[src/design/ram_pkg.sv]
`default_nettype none

package ram_pkg;

  // Memory geometry.
  localparam int DEPTH  = 64;
  localparam int ADDR_W = 6;
  localparam int DATA_W = 16;

  // Holds a length of DEPTH words.
  localparam int LEN_W = 7;

  // Command opcodes.
  typedef enum logic [1:0] {
    OP_WRITE = 2'd0, // Store one word.
    OP_READ  = 2'd1, // Stream a range out.
    OP_FILL  = 2'd2, // One value over a range.
    OP_COPY  = 2'd3  // Range to range.
  } ram_op_e;

endpackage

`default_nettype wire
[src/design/ram_dual_if.sv]
`timescale 1ns/1ps
`default_nettype none

interface ram_dual_if (
  input logic ram,
  input logic rst_n
);

  logic                       wren;
  logic [ram_pkg::ADDR_W-1:0] waddr;
  logic [ram_pkg::DATA_W-1:0] wdata;
  logic                       rden;
  logic [ram_pkg::ADDR_W-1:0] raddr;
  logic [ram_pkg::DATA_W-1:0] rdata;  // Zero unless rd_valid.
  logic                       rd_valid;

  modport ctrl_mp (
    output wren,
    output wdata,
    output rden,
    input  rdata,
    input  rd_valid
  );

  // Counters advance on each access.
  modport agen_mp (
    output waddr,
    output raddr,
    input  wren,
    input  rden
  );

  modport mem_mp (
    input  ram,
    input  rst_n,
    input  wren,
    input  waddr,
    input  wdata,
    input  rden,
    input  raddr,
    output rdata,
    output rd_valid
  );

endinterface

`default_nettype wire

[src/design/ram_engine_top.sv]
`timescale 1ns/1ps
`default_nettype none

module ram_engine_top (
  input  logic                       i_ram,
  input  logic                       i_rst_n,
  input  logic                       i_cmd_valid,
  input  logic [1:0]                 i_cmd_op,
  input  logic [ram_pkg::ADDR_W-1:0] i_cmd_addr,
  input  logic [ram_pkg::ADDR_W-1:0] i_cmd_src,
  input  logic [ram_pkg::LEN_W-1:0]  i_cmd_len,
  input  logic [ram_pkg::DATA_W-1:0] i_cmd_data,
  output logic                       o_busy,
  output logic                       o_done,
  output logic                       o_err,
  output logic                       o_rd_valid,
  output logic [ram_pkg::DATA_W-1:0] o_rd_data
);

  logic                       load;
  logic [ram_pkg::ADDR_W-1:0] rd_base;
  logic [ram_pkg::ADDR_W-1:0] wr_base;

  ram_dual_if u_ram_if (
    .ram   (i_ram),
    .rst_n (i_rst_n)
  );

  ram_cmd_ctrl u_ram_cmd_ctrl (
    .i_ram       (i_ram),
    .i_rst_n     (i_rst_n),
    .i_cmd_valid (i_cmd_valid),
    .i_cmd_op    (ram_pkg::ram_op_e'(i_cmd_op)),
    .i_cmd_addr  (i_cmd_addr),
    .i_cmd_src   (i_cmd_src),
    .i_cmd_len   (i_cmd_len),
    .i_cmd_data  (i_cmd_data),
    .o_busy      (o_busy),
    .o_done      (o_done),
    .o_err       (o_err),
    .o_rd_valid  (o_rd_valid),
    .o_rd_data   (o_rd_data),
    .o_load      (load),
    .o_rd_base   (rd_base),
    .o_wr_base   (wr_base),
    .ram         (u_ram_if.ctrl_mp)
  );

  ram_addr_gen u_ram_addr_gen (
    .i_ram     (i_ram),
    .i_rst_n   (i_rst_n),
    .i_load    (load),
    .i_rd_base (rd_base),
    .i_wr_base (wr_base),
    .ram       (u_ram_if.agen_mp)
  );

  ram_dual #(
    .NUM_WORD   (ram_pkg::DEPTH),
    .DATA_WIDTH (ram_pkg::DATA_W)
  ) u_ram_dual (
    .ram (u_ram_if.mem_mp)
  );

endmodule

`default_nettype wire

[src/design/ram_cmd_ctrl.sv]
`timescale 1ns/1ps
`default_nettype none

module ram_cmd_ctrl (
  input  logic                       i_ram,
  input  logic                       i_rst_n,
  input  logic                       i_cmd_valid,
  input  ram_pkg::ram_op_e           i_cmd_op,
  input  logic [ram_pkg::ADDR_W-1:0] i_cmd_addr,
  input  logic [ram_pkg::ADDR_W-1:0] i_cmd_src,
  input  logic [ram_pkg::LEN_W-1:0]  i_cmd_len,
  input  logic [ram_pkg::DATA_W-1:0] i_cmd_data,
  output logic                       o_busy,
  output logic                       o_done,
  output logic                       o_err,
  output logic                       o_rd_valid,
  output logic [ram_pkg::DATA_W-1:0] o_rd_data,
  output logic                       o_load,
  output logic [ram_pkg::ADDR_W-1:0] o_rd_base,
  output logic [ram_pkg::ADDR_W-1:0] o_wr_base,
  ram_dual_if.ctrl_mp                ram
);

  typedef enum logic [2:0] {
    IDLE,
    CHECK,
    RUN_WRITE,
    RUN_READ,
    RUN_FILL,
    RUN_COPY,
    FINISH
  } state_e;

  state_e                     state;
  state_e                     state_nxt;
  ram_pkg::ram_op_e           op_q;
  logic [ram_pkg::ADDR_W-1:0] addr_q;
  logic [ram_pkg::ADDR_W-1:0] src_q;
  logic [ram_pkg::LEN_W-1:0]  len_q;
  logic [ram_pkg::DATA_W-1:0] data_q;
  logic [ram_pkg::LEN_W-1:0]  rd_cnt;
  logic [ram_pkg::LEN_W-1:0]  wr_cnt;
  logic [ram_pkg::LEN_W-1:0]  eff_len;
  logic [ram_pkg::LEN_W:0]    dst_end;
  logic [ram_pkg::LEN_W:0]    src_end;
  logic                       range_err;
  logic                       accept;
  logic                       rd_last;
  logic                       wr_last;
  logic                       rden;
  logic                       wren;

  assign accept = (state == IDLE) && i_cmd_valid; // Strobes while busy are dropped.

  always_ff @(posedge i_ram) begin
    if (accept) begin
      op_q   <= i_cmd_op;
      addr_q <= i_cmd_addr;
      src_q  <= i_cmd_src;
      len_q  <= i_cmd_len;
      data_q <= i_cmd_data;
    end
  end

  // WRITE always covers one word.
  assign eff_len = (op_q == ram_pkg::OP_WRITE) ? (ram_pkg::LEN_W)'(1) : len_q;

  assign dst_end = {1'b0, eff_len} + (ram_pkg::LEN_W+1)'(addr_q);
  assign src_end = {1'b0, eff_len} + (ram_pkg::LEN_W+1)'(src_q);

  assign range_err = (eff_len == '0) ||
                     (dst_end > (ram_pkg::LEN_W+1)'(ram_pkg::DEPTH)) ||
                     ((op_q == ram_pkg::OP_COPY) &&
                      (src_end > (ram_pkg::LEN_W+1)'(ram_pkg::DEPTH)));

  assign rd_last = (rd_cnt == len_q - 1'b1);
  assign wr_last = (wr_cnt == len_q - 1'b1);

  always_comb begin
    state_nxt = state;
    case (state)
      IDLE: begin
        if (i_cmd_valid) begin
          state_nxt = CHECK;
        end
      end
      CHECK: begin
        if (range_err) begin
          state_nxt = IDLE;
        end else begin
          case (op_q)
            ram_pkg::OP_WRITE: state_nxt = RUN_WRITE;
            ram_pkg::OP_READ:  state_nxt = RUN_READ;
            ram_pkg::OP_FILL:  state_nxt = RUN_FILL;
            default:           state_nxt = RUN_COPY;
          endcase
        end
      end
      RUN_WRITE: state_nxt = FINISH;
      RUN_READ: begin
        if (rd_last) begin
          state_nxt = FINISH; // Last word returns in FINISH.
        end
      end
      RUN_FILL: begin
        if (wr_last) begin
          state_nxt = FINISH;
        end
      end
      RUN_COPY: begin
        if (ram.rd_valid && wr_last) begin
          state_nxt = FINISH;
        end
      end
      default: state_nxt = IDLE;
    endcase
  end

  always_ff @(posedge i_ram or negedge i_rst_n) begin
    if (!i_rst_n) begin
      state <= IDLE;
    end else begin
      state <= state_nxt;
    end
  end

  // Issued reads and completed writes.
  always_ff @(posedge i_ram or negedge i_rst_n) begin
    if (!i_rst_n) begin
      rd_cnt <= '0;
      wr_cnt <= '0;
    end else if (state == CHECK) begin
      rd_cnt <= '0;
      wr_cnt <= '0;
    end else begin
      if (rden) begin
        rd_cnt <= rd_cnt + 1'b1;
      end
      if (wren) begin
        wr_cnt <= wr_cnt + 1'b1;
      end
    end
  end

  assign rden = (state == RUN_READ) || ((state == RUN_COPY) && (rd_cnt != len_q));
  assign wren = (state == RUN_WRITE) || (state == RUN_FILL) ||
                ((state == RUN_COPY) && ram.rd_valid);

  assign ram.rden  = rden;
  assign ram.wren  = wren;
  assign ram.wdata = (state == RUN_COPY) ? ram.rdata : data_q; // COPY forwards read data.

  // Address generator bases load once the range passes.
  assign o_load    = (state == CHECK) && !range_err;
  assign o_rd_base = (op_q == ram_pkg::OP_COPY) ? src_q : addr_q;
  assign o_wr_base = addr_q;

  assign o_busy = (state != IDLE);
  assign o_done = (state == FINISH);
  assign o_err  = (state == CHECK) && range_err;

  assign o_rd_valid = ram.rd_valid && (op_q == ram_pkg::OP_READ) &&
                      ((state == RUN_READ) || (state == FINISH));
  assign o_rd_data  = o_rd_valid ? ram.rdata : '0;

endmodule

`default_nettype wire

[src/design/ram_addr_gen.sv]
`timescale 1ns/1ps
`default_nettype none

module ram_addr_gen (
  input  logic                       i_ram,
  input  logic                       i_rst_n,
  input  logic                       i_load,
  input  logic [ram_pkg::ADDR_W-1:0] i_rd_base,
  input  logic [ram_pkg::ADDR_W-1:0] i_wr_base,
  ram_dual_if.agen_mp                ram
);

  logic [ram_pkg::ADDR_W-1:0] rd_addr;
  logic [ram_pkg::ADDR_W-1:0] wr_addr;

  // Read stream.
  always_ff @(posedge i_ram or negedge i_rst_n) begin
    if (!i_rst_n) begin
      rd_addr <= '0;
    end else if (i_load) begin
      rd_addr <= i_rd_base;
    end else if (ram.rden) begin
      rd_addr <= rd_addr + 1'b1;
    end
  end

  // Write stream lags the reads during COPY.
  always_ff @(posedge i_ram or negedge i_rst_n) begin
    if (!i_rst_n) begin
      wr_addr <= '0;
    end else if (i_load) begin
      wr_addr <= i_wr_base;
    end else if (ram.wren) begin
      wr_addr <= wr_addr + 1'b1;
    end
  end

  assign ram.raddr = rd_addr;
  assign ram.waddr = wr_addr;

endmodule

`default_nettype wire

[src/design/ram_dual.sv]
`timescale 1ns/1ps
`default_nettype none

module ram_dual #(
  parameter int NUM_WORD   = ram_pkg::DEPTH,
  parameter int DATA_WIDTH = ram_pkg::DATA_W
) (
  ram_dual_if.mem_mp ram
);

  logic [DATA_WIDTH-1:0] mem [NUM_WORD];
  logic [DATA_WIDTH-1:0] q;
  logic                  rd_valid_q;

  // Write port.
  always_ff @(posedge ram.ram) begin
    if (ram.wren) begin
      mem[ram.waddr] <= ram.wdata;
    end
  end

  // Registered read of one word per rden.
  always_ff @(posedge ram.ram) begin
    if (ram.rden) begin
      q <= mem[ram.raddr];
    end
  end

  // Read enable delayed by one cycle qualifies q.
  always_ff @(posedge ram.ram or negedge ram.rst_n) begin
    if (!ram.rst_n) begin
      rd_valid_q <= 1'b0;
    end else begin
      rd_valid_q <= ram.rden;
    end
  end

  assign ram.rd_valid = rd_valid_q;
  assign ram.rdata    = rd_valid_q ? q : '0; // Quiet bus between reads.

endmodule

`default_nettype wire

[config.mk]
export PLATFORM = sky130hd
export DESIGN_NAME = ram_engine_top
export DESIGN_NICKNAME = d
export VERILOG_FILES = /design/src/design/ram_pkg.sv /design/src/design/ram_dual_if.sv /design/src/design/ram_engine_top.sv /design/src/design/ram_cmd_ctrl.sv /design/src/design/ram_addr_gen.sv /design/src/design/ram_dual.sv
export SDC_FILE = /design/constraint.sdc
export NUM_CORES = 1
export LEC_CHECK = 0
export ABC_AREA = 1
export BUFFER_PORTS_ARGS = -buffer_cell sky130_fd_sc_hd__buf_2
export CAP_MARGIN = 20
export CORE_AREA = 5 5 321 323
export DETAILED_ROUTE_END_ITERATION = 6
export DIE_AREA = 0 0 326 328
export MAX_ROUTING_LAYER = met4
export PLACE_DENSITY = 0.62
export SYNTH_ARGS = -nofsm -noshare
export SYNTH_HDL_FRONTEND = slang
export SYNTH_SLANG_ARGS = --single-unit
export TNS_END_PERCENT = 1
[constraint.sdc]
create_clock -name i_ram -period 4.1 [get_ports i_ram]
set_clock_uncertainty 0.05 [all_clocks]
set_input_delay 1.23 -clock i_ram [delete_from_list [all_inputs] [get_ports i_ram]]
set_output_delay 1.23 -clock i_ram [all_outputs]
set_load 0.01 [all_outputs]
==> flow_summary.yaml, run 1 <==
floorplan:
  start_util_pct: 44.8
  dieHeight_um: 328
  core_um2: 99600
  rows: 116
  dieArea_um2: 107000
  die_x_um: 326
  ioPinCount: 60
cts:
  cts-root-buf: "clkbuf_16"
  htree_num_levels: 3
  numCtsBuffers: 109
  cts_hold_buf: 0
  insertion_delay_ns: 0.69
  cts_tree: "built"
  clk_pin_slew_ns: 0.06
  clock-sinks: 1107
  clockBufferDepth: 3
critical_path:
  crit_chain: "inv_2 -> nand2_4 -> nand2_4 -> nand2_2 -> nand2_1 -> inv_1 -> ha_1 -> or2_4 -> nor2_4 -> nand3_2 -> nor2_2 -> nand2_1 -> nand2_1 -> nand2_2 -> nand2_2 -> a21oi_2 -> buf_2"
  cp-start-kind: "flip-flop"
  worstPathRequired_ns: 2.82
  cp.arrival_ns: 2.76
  critical-path-top-delay-family: "simple AND/OR/NAND/NOR gates"
  crit_fanout: 7
  crit_type: "flip-flop to primary output"
  cp-end-kind: "primary output"
  slowest_delay_ns: 0.43
  slowest_stage: "edfxtp_1"
  path_buf_inv: 3
timing:
  fmax_ghz: 0.247
  finalSetupViolCount: 0
  worst_pin_slew_ns: 0.992
  hold_viol: 0
  max_slew_margin_pct: 33.5
  timing.hold.ws_ns: 0.478
  fin_crit_sh_pct: 98.6
  final.min_clock_period_ns: 4.04
  rsz0062_at_grt: "true"
  final_max_slew_viol_count: 0
final_layout:
  finalInstanceArea_um2: 50900
  syn_to_final_growth_pct: 14.1
  diodes: 0
  nets: 3663
  nFillCells: 8525
  drive_above_1_share_pct: 11.8
detailed_routing:
  vias_per_cell: 5.83
  wl_met2_um: 56700
  dr_total_vias: 29100
  ant_nets: 0
  drc: 0
  drt_iter0_drc: 3477
  top_layer: "met4"
  wl_met1_um: 50800
  wl_per_cell_um: 24.2
  wl_met3_um: 9770
  routed_wl_um: 121000
  first_pass_iters: 5
yosys:
  synth_edf_count: 1077
  synth_cell_types: 40
  syn_inst: 3510
  ys_seq_area_share_pct: 74.3
  ys_ff_latch: 1107
  synth_fp_nets: 3562
  syn_avg_cell_area_um2: 12.7
  async_reset_ff_share_pct: 2.71
  yosys_most_used_dff: "edfxtp_1"
  syn-cell-area_um2: 44600
  yosysWarnings: 0
placed_design:
  place_congestion: 0.864
  io_buffer_count: 59
  placed_area_um2: 47200
  hpwlAfterDp_um: 68300
power_and_ir_drop:
  fin_total_pwr_mw: 36.6
  p_per_area_nw_per_um2: 720
  ir_worst_vdd_mv: 0.531
  leakagePower_nw: 16.8
global_route:
  grt_pass1_wl_um: 177000
  grt_pass1_vias: 27100
  grt_antenna_before_repair: 4
  grt_max_degree: 135
  grt.total_usage_pct: 22.6
  overflow: 0
worst_hold_path:
  hold_class: "flip-flop to flip-flop"
job:
  max_cap_violations: 0
status:
  status: "completed"
-- registers in the layout (all words and copies together), names as in the netlist, 3 cells and up --
signal / cells
u_ram_cmd_ctrl.o_wr_base: 6
u_ram_cmd_ctrl.len_q: 7
u_ram_cmd_ctrl.wr_cnt: 7
u_ram_cmd_ctrl.src_q: 6
u_ram_cmd_ctrl.data_q: 16
u_ram_addr_gen.ram.waddr: 6
u_ram_addr_gen.ram.raddr: 6
u_ram_cmd_ctrl.state: 3
u_ram_dual.q: 16
u_ram_cmd_ctrl.rd_cnt: 7
u_ram_dual.mem: 1024
-- where the power goes --
| group | leakage (nW) | internal, mW | switching [mW] |
|---|---|---|---|
| Clock | 1.68 | 5.58 | 4.18 |
| Combinational | 5.06 | 3.21 | 9.26 |
| Sequential | 10.1 | 14.0 | 0.363 |
| Total | 16.8 | 22.8 | 13.8 |
-- repair_timing --
action / CTS / global route
gates cloned: 0 / 0
pin swaps: 12 / 12
buffers inserted: 10 / 1
endpoints found under the setup margin: 1 / 1
gates resized for setup: 20 / 24
-- cells by family after synthesis --
| logic type | share of synthesized area (%) |
|---|---|
| and+or+nand+nor | 10.2 |
| DFF | 74.3 |
| AOI/OAI and AO/OA | 11.9 |
| buffers and inverters | 2.87 |
| xor gates and xnor gates | 0.413 |
| adders and majority gates | 0.337 |
| muxes | 0.0225 |
-- layer usage --
metal,vias to the layer above,GRT usage [%]
li1,13200,-
met3,190,3.84
met1,14500,31.3
met5,-,-
met4,0,6.71
met2,1188,34.7
-- layout by cell type, fill, tap and decap left out, types with 3 or more instances in the layout --
cell | Yosys | routed
dfrtp_4 | 0 | 3
ha_4 | 0 | 3
o22ai_1 | 164 | 164
nand2_2 | 1 | 13
inv_1 | 104 | 101
o21ai_1 | 6 | 7
o221ai_1 | 97 | 97
nand3_2 | 0 | 5
clkbuf_1 | 210 | 26
nand4_1 | 68 | 68
o21ai_0 | 564 | 547
bufinv_16 | 0 | 10
nor2_1 | 632 | 622
clkinv_1 | 2 | 25
ha_1 | 12 | 8
nor2_4 | 0 | 5
clkbuf_16 | 0 | 111
inv_2 | 5 | 7
a32o_1 | 8 | 8
clkinv_4 | 0 | 3
nor2_2 | 1 | 6
clkinv_2 | 0 | 17
a31oi_1 | 8 | 8
nand2_1 | 302 | 288
xnor2_1 | 3 | 3
nor3_1 | 21 | 17
nor3_2 | 0 | 4
buf_2 | 6 | 59
o211ai_1 | 31 | 31
dfrtp_1 | 30 | 27
buf_4 | 0 | 140
a21oi_1 | 24 | 22
edfxtp_1 | 1077 | 1077
o21ai_4 | 0 | 16
xor2_1 | 18 | 18
buf_12 | 0 | 17
nand3_1 | 91 | 86
nand2_4 | 1 | 3
-- cell type report --
class                           instances  area, µm²  share of cell area, %
Clock buffer                          137       2880                   5.65
Clock inverter                         60        581                   1.14
Inverter                              111        432                  0.849
Multi-Input combinational cell       2066      10600                   20.8
Sequential cell                      1107      33100                   65.1
Tap cell                             1298       1620                   3.19
Timing Repair Buffer                  216       1690                   3.32
-- synth_stat cells (18+ instances only) --
library cell / number / share of area, %
o211ai_1: 31 / 0.52
inv_1: 104 / 0.88
nand2_1: 302 / 2.5
nor2_1: 632 / 5.3
o221ai_1: 97 / 1.9
dfrtp_1: 30 / 1.7
a21oi_1: 24 / 0.27
o21ai_0: 564 / 6.3
xor2_1: 18 / 0.35
nand4_1: 68 / 0.95
edfxtp_1: 1077 / 73
nor3_1: 21 / 0.24
clkbuf_1: 210 / 1.8
o22ai_1: 164 / 2.3
nand3_1: 91 / 1.0
-- through the flow --
stage	worst slack [ns]	utilization (%)	cells	TNS, ns
3_5_place_dp	0.423	47.4	4787	0
2_1_floorplan	-0.297	-	3510	-238.65
5_1_grt	-0.110	51.1	4995	-0.110
4_1_cts	-0.0265	51.0	4994	-0.0265
6_report	0.0561	51.1	4995	0
3_3_place_gp	0.418	47.4	4787	0
-- worst reg2reg max path, cell delays in order (launching register included) --
cell and delay, ns:
dfrtp_4 0.68, inv_8 0.38, buf_12 0.38, buf_4 0.39, o21ai_0 0.13, o22ai_1 0.18
nand2_1 0.11, nand4_1 0.15, nand3_1 0.25, nand2_1 0.27
-- worst paths after layout --
check | startpoint | endpoint | slack (ns) | depth (start not counted)
max | u_ram_cmd_ctrl.op_q[0] | o_err | 0.06 | 17
min reg2reg | u_ram_cmd_ctrl.wr_cnt[5] | u_ram_cmd_ctrl.wr_cnt[5] | 0.48 | 1
min in group asynchronous | i_rst_n | u_ram_cmd_ctrl.rd_cnt[0] | 0.55 | 1
max reg2reg | u_ram_addr_gen.ram.raddr[0] | u_ram_dual.q[9] | 0.98 | 9
max in group asynchronous | i_rst_n | u_ram_addr_gen.ram.raddr[1] | 2.91 | 1
min | u_ram_cmd_ctrl.wr_cnt[5] | u_ram_cmd_ctrl.wr_cnt[5] | 0.48 | 1
Note: power is estimated with default switching activity, not from simulation.
==> run 2: changes to the inputs <==
- CORE_AREA: 5 5 321 323 -> 5 5 328 330
- DIE_AREA: 0 0 326 328 -> 0 0 333 335
- SYNTH_HIERARCHICAL: default -> 1
- TNS_END_PERCENT: 1 -> default
==> run 2 against run 1 <==
Against the previous run: wire length increased by 2.1%; hold slack improved by 0.051 ns; register-to-register slack got worse by 0.17 ns; largest cell class unchanged; critical path type unchanged; via count increased by 7.0%; critical path depth decreased by 2; first-iteration DRC count decreased by 0.92%; global-route usage decreased by 0.34 points; highest routed layer unchanged; the flow now finishes with violations (negative setup slack); count of clock-buffer cells in the layout increased by 6; die area increased by 4.3%; design area increased by 3.5%; sequential power about the same; sequential share of layout area decreased by 2.2 points.
==> flow_summary.yaml, run 2 <==
status:
  status: "finished, violations left"
  violations: "negative setup slack"
timing:
  max_slew_margin_pct: 31.6
  setup_tns_ns: -0.0268
  rsz0062_at_grt: "true"
  timing.hold.ws_ns: 0.529
  hold_viol: 0
  fin_crit_sh_pct: 101
  fmax_ghz: 0.242
  finalSetupViolCount: 1
  final_max_slew_viol_count: 0
  layout_setup_ws_ns: -0.0268
  worst_pin_slew_ns: 1.02
  final.min_clock_period_ns: 4.13
detailed_routing:
  dr_total_vias: 31200
  drt_iter0_drc: 3445
  routed_wl_um: 123000
  first_pass_iters: 5
  drc: 0
  vias_per_cell: 5.47
  ant_nets: 0
  wl_per_cell_um: 21.6
worst_hold_path:
  hold_class: "flip-flop to flip-flop"
  min_to: "u_ram_cmd_ctrl/state[0]"
  hold_depth: 2
  hp-start: "u_ram_cmd_ctrl/state[0]"
final_layout:
  instances_no_fill: 5701
  nets: 4264
  layout_common_cells: "nand2_1, edfxtp_1, nand3_1"
  multiInputGateArea_um2: 12000
  drive_above_1_share_pct: 10.3
  utilization_pct: 50.4
  regArea_um2: 33100
  syn_to_final_growth_pct: 12.8
  nFillCells: 9127
  finalInstanceArea_um2: 52600
  largestRegisters: "u_ram_dual/mem x1024, u_ram_cmd_ctrl/data_q x16, u_ram_dual/q x16"
  largest_register_ffs: 1024
  layout_commonest_cell: "nand2_1"
  regMostFlops: "u_ram_dual/mem"
yosys:
  synth_fp_nets: 4173
  syn-cell-area_um2: 46700
  yosysMostFrequentCell: "nand2_1"
  yosys_most_used_dff: "edfxtp_1"
  ys_top_cells_by_area: "edfxtp_1, nand2_1, nand3_1, dfrtp_1, buf_2"
  synth_cell_types: 39
  ys_ff_latch: 1107
  ys_seq_area_share_pct: 70.9
  syn_inst: 4122
  netlist_top_cells_count: "nand2_1, edfxtp_1, nand3_1, inv_1, nor2_1"
  syn_avg_cell_area_um2: 11.3
  yosysWarnings: 6
  yosys.area.top_type: "edfxtp_1"
  async_reset_ff_share_pct: 2.71
  yosysTopAreaCellShare_pct: 69.3
  synth_edf_count: 1077
floorplan:
  start_util_pct: 44.6
  dieArea_um2: 112000
  ioPinCount: 60
  die_x_um: 333
  core_um2: 105000
  rows: 119
  dieHeight_um: 335
job:
  max_cap_violations: 0
critical_path:
  worstPathRequired_ns: 2.82
  cp.arrival_ns: 2.85
  path_common_cell: "nand2_2"
  reg2regPathDepth: 9
  slowest_stage: "edfxtp_1"
  cp-end-kind: "primary output"
  crit_type: "flip-flop to primary output"
  reg2reg_slack_ns: 0.81
  rr_endpoint: "u_ram_dual/mem[26][3]"
  crit_chain: "inv_2 -> nand2_8 -> nand2_4 -> nand2_2 -> nand2_1 -> inv_1 -> ha_1 -> or2_4 -> nor2_4 -> nand3_2 -> nor2_2 -> nand2_2 -> a21oi_4 -> a21oi_2 -> buf_2"
  slowest_delay_ns: 0.40
  cp-start-kind: "flip-flop"
  crit_fanout: 6
  reg2reg_from: "u_ram_cmd_ctrl/state[1]"
placed_design:
  place_ws_ns: 0.412
  placed_area_um2: 48800
  io_buffer_count: 59
  hpwlAfterDp_um: 69400
  dp_cells: 5476
  place_congestion: 0.881
power_and_ir_drop:
  fin_total_pwr_mw: 36.6
  leakagePower_nw: 19.6
  p_per_area_nw_per_um2: 695
  ir_worst_vdd_mv: 0.650
global_route:
  grt_antenna_before_repair: 3
  use_met1_pct: 30.6
  overflow: 0
  gr-max-usage-layer: "met2"
  grt_use_met3_pct: 4.13
  met2_usage_pct: 34.2
  grt_max_degree: 133
  grt_pass1_wl_um: 184000
  grt.total_usage_pct: 22.2
  grt_pass1_vias: 29400
cts:
  cts_tree: "built"
  clock-sinks: 1107
  cts-root-buf: "clkbuf_16"
  insertion_delay_ns: 0.69
  htree_num_levels: 3
  clockBufferDepth: 3
  numCtsBuffers: 112
  clk_pin_slew_ns: 0.06
## run 2: report_power, final
part | switching [mW] | internal [mW] | total [mW]
combinational | 9.31 | 3.26 | 12.6
clock | 4.20 | 5.63 | 9.83
sequential | 0.399 | 13.8 | 14.2
total | 13.9 | 22.7 | 36.6
## run 2: kinds of logic after synthesis
logic type / after synthesis / share of synthesized area [%]
XOR/XNOR: 23 / 0.432
buffers and inverters: 357 / 4.09
AND/OR/NAND/NOR: 2556 / 23.4
adder cells (fa/ha/maj): 11 / 0.295
flip-flops: 1107 / 70.9
AO/OA/AOI/OAI: 68 / 0.861
## run 2: worst max-delay path: cells and delay by family (launching register included)
| family | cells | cell delay [ns] |
|---|---|---|
| compound gates | 2 | 0.23 |
| fa+ha+maj | 1 | 0.26 |
| buf+inv | 3 | 0.34 |
| flops | 1 | 0.40 |
| simple gates | 9 | 0.92 |
## run 2: timing repair
item	4_1_cts	5_1_grt
pin swaps	15	11
setup buffers	10	2
setup endpoints to repair	1	1
hold buffers	0	0
gates resized for setup	19	14
## run 2: layout make-up
cell class / count / area share [%]
Clock inverter: 66 / 1.05
Sequential cell: 1107 / 62.9
Tap cell: 1391 / 3.31
Timing Repair Buffer: 211 / 3.30
Antenna cell: 2 / 0.00951
Clock buffer: 143 / 5.67
Multi-Input combinational cell: 2658 / 22.8
Inverter: 123 / 0.929
## run 2: routing by layer
layer  wire (µm)  vias to the layer above
li1            -                    14500
met1       51800                    15200
met2       57600                     1214
met3       10300                      206
met4        3560                        0
met5           0                        -
## run 2: worst max-delay path by stage
stage | from | endpoint | slack [ns] | cells after the start
global placement | u_ram_cmd_ctrl/op_q[0] | o_err | 0.44 | 13
detailed placement | u_ram_cmd_ctrl/op_q[0] | o_err | 0.41 | 13
floorplan | u_ram_dual/ram.rd_valid | u_ram_dual/mem[0][6] | -0.19 | 6
finish | u_ram_cmd_ctrl/op_q[1] | o_err | -0.03 | 15
global route | u_ram_cmd_ctrl/op_q[1] | o_err | -0.14 | 15
CTS | u_ram_cmd_ctrl/op_q[1] | o_err | -0.05 | 15
